**src/include/memSys_macros.svh**
```systemverilog
`ifndef MEMSYS_MACROS_SVH
`define MEMSYS_MACROS_SVH

// byte address into main memory
`define AddrWidth 17

// fetch and data word
`define WordWidth 32

// memory is one byte wide
`define ByteWidth 8

// holds a data length of 1, 2 or 4, and the fetch length 4
`define LenWidth 3

// one byte per address
`define RamDepth (1 << `AddrWidth)

`endif

```
**src/hw/memPkg.sv**
```systemverilog
package memPkg;

    // controller sequencing state
    typedef enum logic [1:0] {
        idle      = 2'b00,
        readInst  = 2'b01,
        readData  = 2'b10,
        writeData = 2'b11
    } ctrlState;

    // direction of a data port access
    typedef enum logic {
        load  = 1'b0,
        store = 1'b1
    } accessDir;

    // owner of the byte memory, shown to both requesters
    typedef enum logic [1:0] {
        none      = 2'b00,
        dataOwner = 2'b01,
        instOwner = 2'b10
    } ownerCode;

endpackage

```
**src/hw/memCtrl.sv**
```systemverilog
`timescale 1ns/1ps
`include "memSys_macros.svh"

module memCtrl (
    input  logic                  clk,
    input  logic                  rst,
    input  logic                  rdy,
    input  logic                  ioFull,

    input  logic                  instEn,
    input  logic [`AddrWidth-1:0] instAddr,
    output logic                  instDone,
    output logic [`WordWidth-1:0] instWord,

    output logic                  bpEn,
    output logic [`WordWidth-1:0] bpInst,

    input  logic                  dataEn,
    input  memPkg::accessDir      dataDir,
    input  logic [`LenWidth-1:0]  dataLen,
    input  logic [`AddrWidth-1:0] dataAddr,
    input  logic [`WordWidth-1:0] dataWrite,
    output logic                  dataDone,
    output logic [`WordWidth-1:0] dataRead,

    output memPkg::ownerCode      instWait,
    output memPkg::ownerCode      dataWait,

    output logic                  memWe,
    output logic [`AddrWidth-1:0] memAddr,
    output logic [`ByteWidth-1:0] memWdata,
    input  logic [`ByteWidth-1:0] memRdata
);
    import memPkg::*;

    ctrlState              state;
    logic [`LenWidth-1:0]  stage;
    logic [`LenWidth-1:0]  len;
    logic [`AddrWidth-1:0] baseAddr;
    logic [`AddrWidth-1:0] lastAddr;
    logic [`AddrWidth-1:0] issueAddr;
    logic [`WordWidth-1:0] asmWord;
    logic [`WordWidth-1:0] storeWord;
    logic [`WordWidth-1:0] readWord;
    logic [1:0]            byteIdx;
    logic                  run;
    logic                  readLast;
    logic                  writeLast;
    ownerCode              owner;

    // whole subsystem stands still on either condition
    assign run = rdy && !ioFull;

    assign issueAddr = baseAddr + {{(`AddrWidth-`LenWidth){1'b0}}, stage};

    // byte returned by the RAM in this stage (stage 4 wraps to lane 3)
    assign byteIdx = stage[1:0] - 2'd1;

    assign readLast  = (stage == len);
    assign writeLast = (stage == len - 3'd1);

    // last byte comes straight from the RAM, upper lanes stay zero
    assign readWord = asmWord |
        ({{(`WordWidth-`ByteWidth){1'b0}}, memRdata} << (byteIdx * `ByteWidth));

    assign instWord = readWord;
    assign bpInst   = readWord;
    assign dataRead = readWord;

    assign instDone = run && (state == readInst) && readLast;
    assign bpEn     = instDone;
    assign dataDone = run && (((state == readData) && readLast) ||
                              ((state == writeData) && writeLast));

    // while frozen the RAM re-reads its last address so memRdata holds
    assign memAddr  = run ? issueAddr : lastAddr;
    assign memWe    = run && (state == writeData);
    assign memWdata = storeWord[`ByteWidth-1:0];

    always_comb begin
        case (state)
            readInst:  owner = instOwner;
            readData:  owner = dataOwner;
            writeData: owner = dataOwner;
            default:   owner = none;
        endcase
    end

    assign instWait = owner;
    assign dataWait = owner;

    // state and stage counter
    always_ff @(posedge clk) begin
        if (rst) begin
            state <= idle;
            stage <= '0;
        end else if (run) begin
            case (state)
                idle: begin
                    stage <= '0;
                    // data wins over fetch
                    if (dataEn) begin
                        state <= (dataDir == store) ? writeData : readData;
                    end else if (instEn) begin
                        state <= readInst;
                    end
                end
                readInst, readData: begin
                    if (readLast) begin
                        state <= idle;
                        stage <= '0;
                    end else begin
                        stage <= stage + 3'd1;
                    end
                end
                writeData: begin
                    if (writeLast) begin
                        state <= idle;
                        stage <= '0;
                    end else begin
                        stage <= stage + 3'd1;
                    end
                end
                default: begin
                    state <= idle;
                    stage <= '0;
                end
            endcase
        end
    end

    // request copy, byte assembly and store shifter
    always_ff @(posedge clk) begin
        if (run) begin
            lastAddr <= issueAddr;
            case (state)
                idle: begin
                    asmWord <= '0;
                    if (dataEn) begin
                        baseAddr  <= dataAddr;
                        len       <= dataLen;
                        storeWord <= dataWrite;
                    end else if (instEn) begin
                        baseAddr <= instAddr;
                        len      <= 3'd4;
                    end
                end
                readInst, readData: begin
                    // stage 0 only issues the first address
                    if (stage != '0 && !readLast) begin
                        asmWord[byteIdx*`ByteWidth +: `ByteWidth] <= memRdata;
                    end
                end
                writeData: begin
                    storeWord <= storeWord >> `ByteWidth;
                end
                default: begin
                    asmWord <= '0;
                end
            endcase
        end
    end

endmodule

```
**config.mk**
```make
export PLATFORM = sky130hd
export DESIGN_NAME = memCtrl
export DESIGN_NICKNAME = d
export VERILOG_FILES = /design/src/hw/memPkg.sv /design/src/hw/memCtrl.sv
export VERILOG_INCLUDE_DIRS = /design/src /design/src/include
export SDC_FILE = /design/constraint.sdc
export NUM_CORES = 1
export LEC_CHECK = 0
export BUFFER_PORTS_ARGS = -buffer_cell sky130_fd_sc_hd__buf_2
export CORE_MARGIN = 1.5
export CORE_UTILIZATION = 56
export CTS_BUF_LIST = sky130_fd_sc_hd__clkbuf_4 sky130_fd_sc_hd__clkbuf_8
export CTS_CLUSTER_DIAMETER = 120
export CTS_CLUSTER_SIZE = 24
export DETAILED_ROUTE_END_ITERATION = 10
export PLACE_DENSITY = 0.9
export SYNTH_ARGS = -nofsm -noshare
export SYNTH_HDL_FRONTEND = slang
export SYNTH_SLANG_ARGS = --single-unit
```
**constraint.sdc**
```tcl
create_clock -name clk -period 8.8 [get_ports clk]
set_clock_uncertainty 0.2 [all_clocks]
set_input_delay 1.76 -clock clk [delete_from_list [all_inputs] [get_ports clk]]
set_output_delay 1.76 -clock clk [all_outputs]
set_load 0.02 [all_outputs]
```
==> flow_metrics.py <==
metrics = {
    "floorplanning": {
        "dieWidth_um": 107,
        "dieArea_um2": 11400,
        "die_h_um": 107,
        "start_util": 0.579,
        "pin_count": 213,
        "row_count": 37,
        "core_region_area_um2": 10400,
    },
    "sta": {
        "setup_viol_count_final": 0,
        "maxSlewHeadroom": 0.325,
        "max_freq_mhz": 189,
        "fin_hold_ws_ps": 247,
        "post-route-min-period_ps": 5300,
        "drv_slew": 0,
        "tightest_slew_ps": 1010,
        "finalCritPeriodShare": 0.602,
        "rsz0062_at_grt": "no",
        "hold_viol": 0,
        "fin_tns_setup_ps": 0,
    },
    "detailed_routing": {
        "drc_errors": 0,
        "via_per_inst": 5.35,
        "routedWlPerCell_um": 16.2,
        "top_layer_used": "met4",
        "wl_met1_mm": 5.14,
        "vias": 4368,
        "wl_met2_mm": 7.06,
        "drt_first_pass_iters": 4,
        "drt_iter0_markers": 169,
        "ant_nets": 0,
        "met3_length_um": 858,
        "wl_mm": 13.2,
    },
    "logic_synthesis": {
        "syn_inst": 553,
        "synthArstFlopShare": 0,
        "yosys.area.top_type": "edfxtp_1",
        "synth_seq_cells": 106,
        "synth_area_leaders": "edfxtp_1, buf_4, mux2_2, dfxtp_1, nor2b_1",
        "synth_flop_cell": "edfxtp_1",
        "synth_warnings": 0,
        "synth-edff-count": 84,
        "synth_cell_type_count": 47,
        "postSynthAreaPerCell_um2": 10.9,
        "synth_area_um2": 6010,
        "seq_area_frac_synth": 0.493,
        "syn_nets": 653,
        "synth_top_area_share": 0.420,
    },
    "worst_hold_path": {
        "holdPathStages": 2,
        "min_to": "lastAddr[1]",
        "min_from": "lastAddr[1]",
        "hold_path_class": "register to register",
    },
    "setup_path": {
        "critPathLaunch": "ioFull",
        "critical_path_class": "primary input to primary output",
        "required_ps": 6840,
        "reg2reg_depth": 6,
        "worstPathArrival_ps": 3340,
        "worstSetupEndpointType": "primary output",
        "r2r-start": "state[0]",
        "crit_path_start_kind": "primary input",
        "path_max_fanout": 26,
        "r2r-end": "asmWord[8]",
        "r2r_slack_ps": 5570,
    },
    "global_route": {
        "grt_max_degree": 38,
        "antenna_found_initial": 0,
        "grt_usage": 0.236,
        "grt_pass1_vias": 4258,
        "grt_overflow": 0,
        "grt_pass1_wl_mm": 20.7,
    },
    "clock_network": {
        "cts_max_level": 3,
        "post_cts_resized": 0,
        "clk_pin_slew_ps": 100,
        "cts.sinks": 106,
        "clock-root-buffer": "clkbuf_8",
        "post-cts-setup-buffers": 0,
        "clk_path_buf_depth": 2,
        "cts_hold_buf": 0,
        "cts_made_buffers": 9,
        "cts_tree": "done",
        "clkLatencyLatePin_ps": 360,
    },
    "placement": {
        "port_buffers": 212,
        "gp_congestion": 0.770,
        "hpwl_mm": 9.67,
        "placed_cells": 800,
    },
    "pwr": {
        "power_density_nw_per_um2": 159,
        "total_power_uw": 1080,
        "vdd_ir_drop_max_v": 0.0000963,
        "leakagePower_uw": 0.00297,
    },
    "cells_and_area": {
        "fin_util": 0.653,
        "mostFrequentLayoutCells": "buf_2, edfxtp_1, nor2_1",
        "layout.nets": 775,
        "drive_gt1_frac": 0.413,
        "diodes": 0,
        "final_cells": 816,
        "final_common_cell": "buf_2",
        "area_delta_synth_final_pct": 12.7,
    },
    "flow_run": {
        "cap_violations": 0,
    },
    "run_status": {
        "status": "completed",
    },
}
logic make-up (layout without fill, tap and decap cells):
group	count (synthesis)	after routing	share of synthesized area
flip-flops	106	106	0.493
AO/OA/AOI/OAI	106	106	0.115
XOR/XNOR	14	14	0.0229
AND/OR/NAND/NOR	151	151	0.133
adder cells (fa/ha/maj)	16	16	0.0346
buffers and inverters	118	245	0.122
multiplexers	42	42	0.0787
cells in the mapped netlist (3+ instances only):
cell      number
nor4_1         3
mux2_2        42
dfxtp_1       22
nor3_1         4
or4_1          5
nor2b_1       44
clkbuf_1      19
xor2_1         3
buf_1          3
a31oi_1        7
nand3_1        4
o21ai_0        6
and3_1         5
nor2_1        45
o21ai_1        5
inv_1         11
a21oi_1       38
a21o_1        34
nand2_1       21
o31ai_1        6
and2_1         5
ha_1          15
clkbuf_2       8
edfxtp_1      84
nand2b_1       3
xnor2_1       10
buf_4         75
state kept, by name (all words and copies together) (netlist names):
signal     cells
asmWord       32
storeWord     32
baseAddr      17
lastAddr      17
len            3
stage          3
state          2
final cells by class:
| type | instances | area, um^2 |
|---|---|---|
| Fill cell | 831 | 3600 |
| Sequential cell | 106 | 2960 |
| Timing Repair Buffer | 217 | 1100 |
| Clock buffer | 10 | 131 |
| Multi-Input combinational cell | 329 | 2320 |
| Clock inverter | 6 | 41.3 |
| Inverter | 12 | 45.0 |
| Tap cell | 136 | 170 |
stage by stage:
stage	cell area (um^2)	setup slack, ps
floorplan	6010	4060
global placement	6600	3650
detailed placement	6600	3520
CTS	6770	3510
global route	6770	3370
finish	6770	3500
worst max-delay path, stage by stage:
cell      delay, ps
buf_2            90
nand2b_1        770
nor2_1          140
a221o_1         400
buf_2           170
metal layers:
metal	track usage	up-vias
met3	0.0386	14
li1	-	2114
met2	0.437	184
met4	0.0771	0
met1	0.275	2056
met5	0	-
power breakdown:
group	switching [uW]	total, uW	internal [uW]
registers	14.2	591	577
logic	134	215	81.0
clock network	163	270	107
worst max-delay path by stage:
stage | endpoint | cells past startpoint
2_1_floorplan | memAddr[2] | 4
3_3_place_gp | memAddr[16] | 5
3_5_place_dp | memAddr[16] | 5
4_1_cts | memAddr[16] | 5
5_1_grt | memAddr[16] | 5
6_report | memAddr[16] | 5
Power figures use the tool's default switching activity.
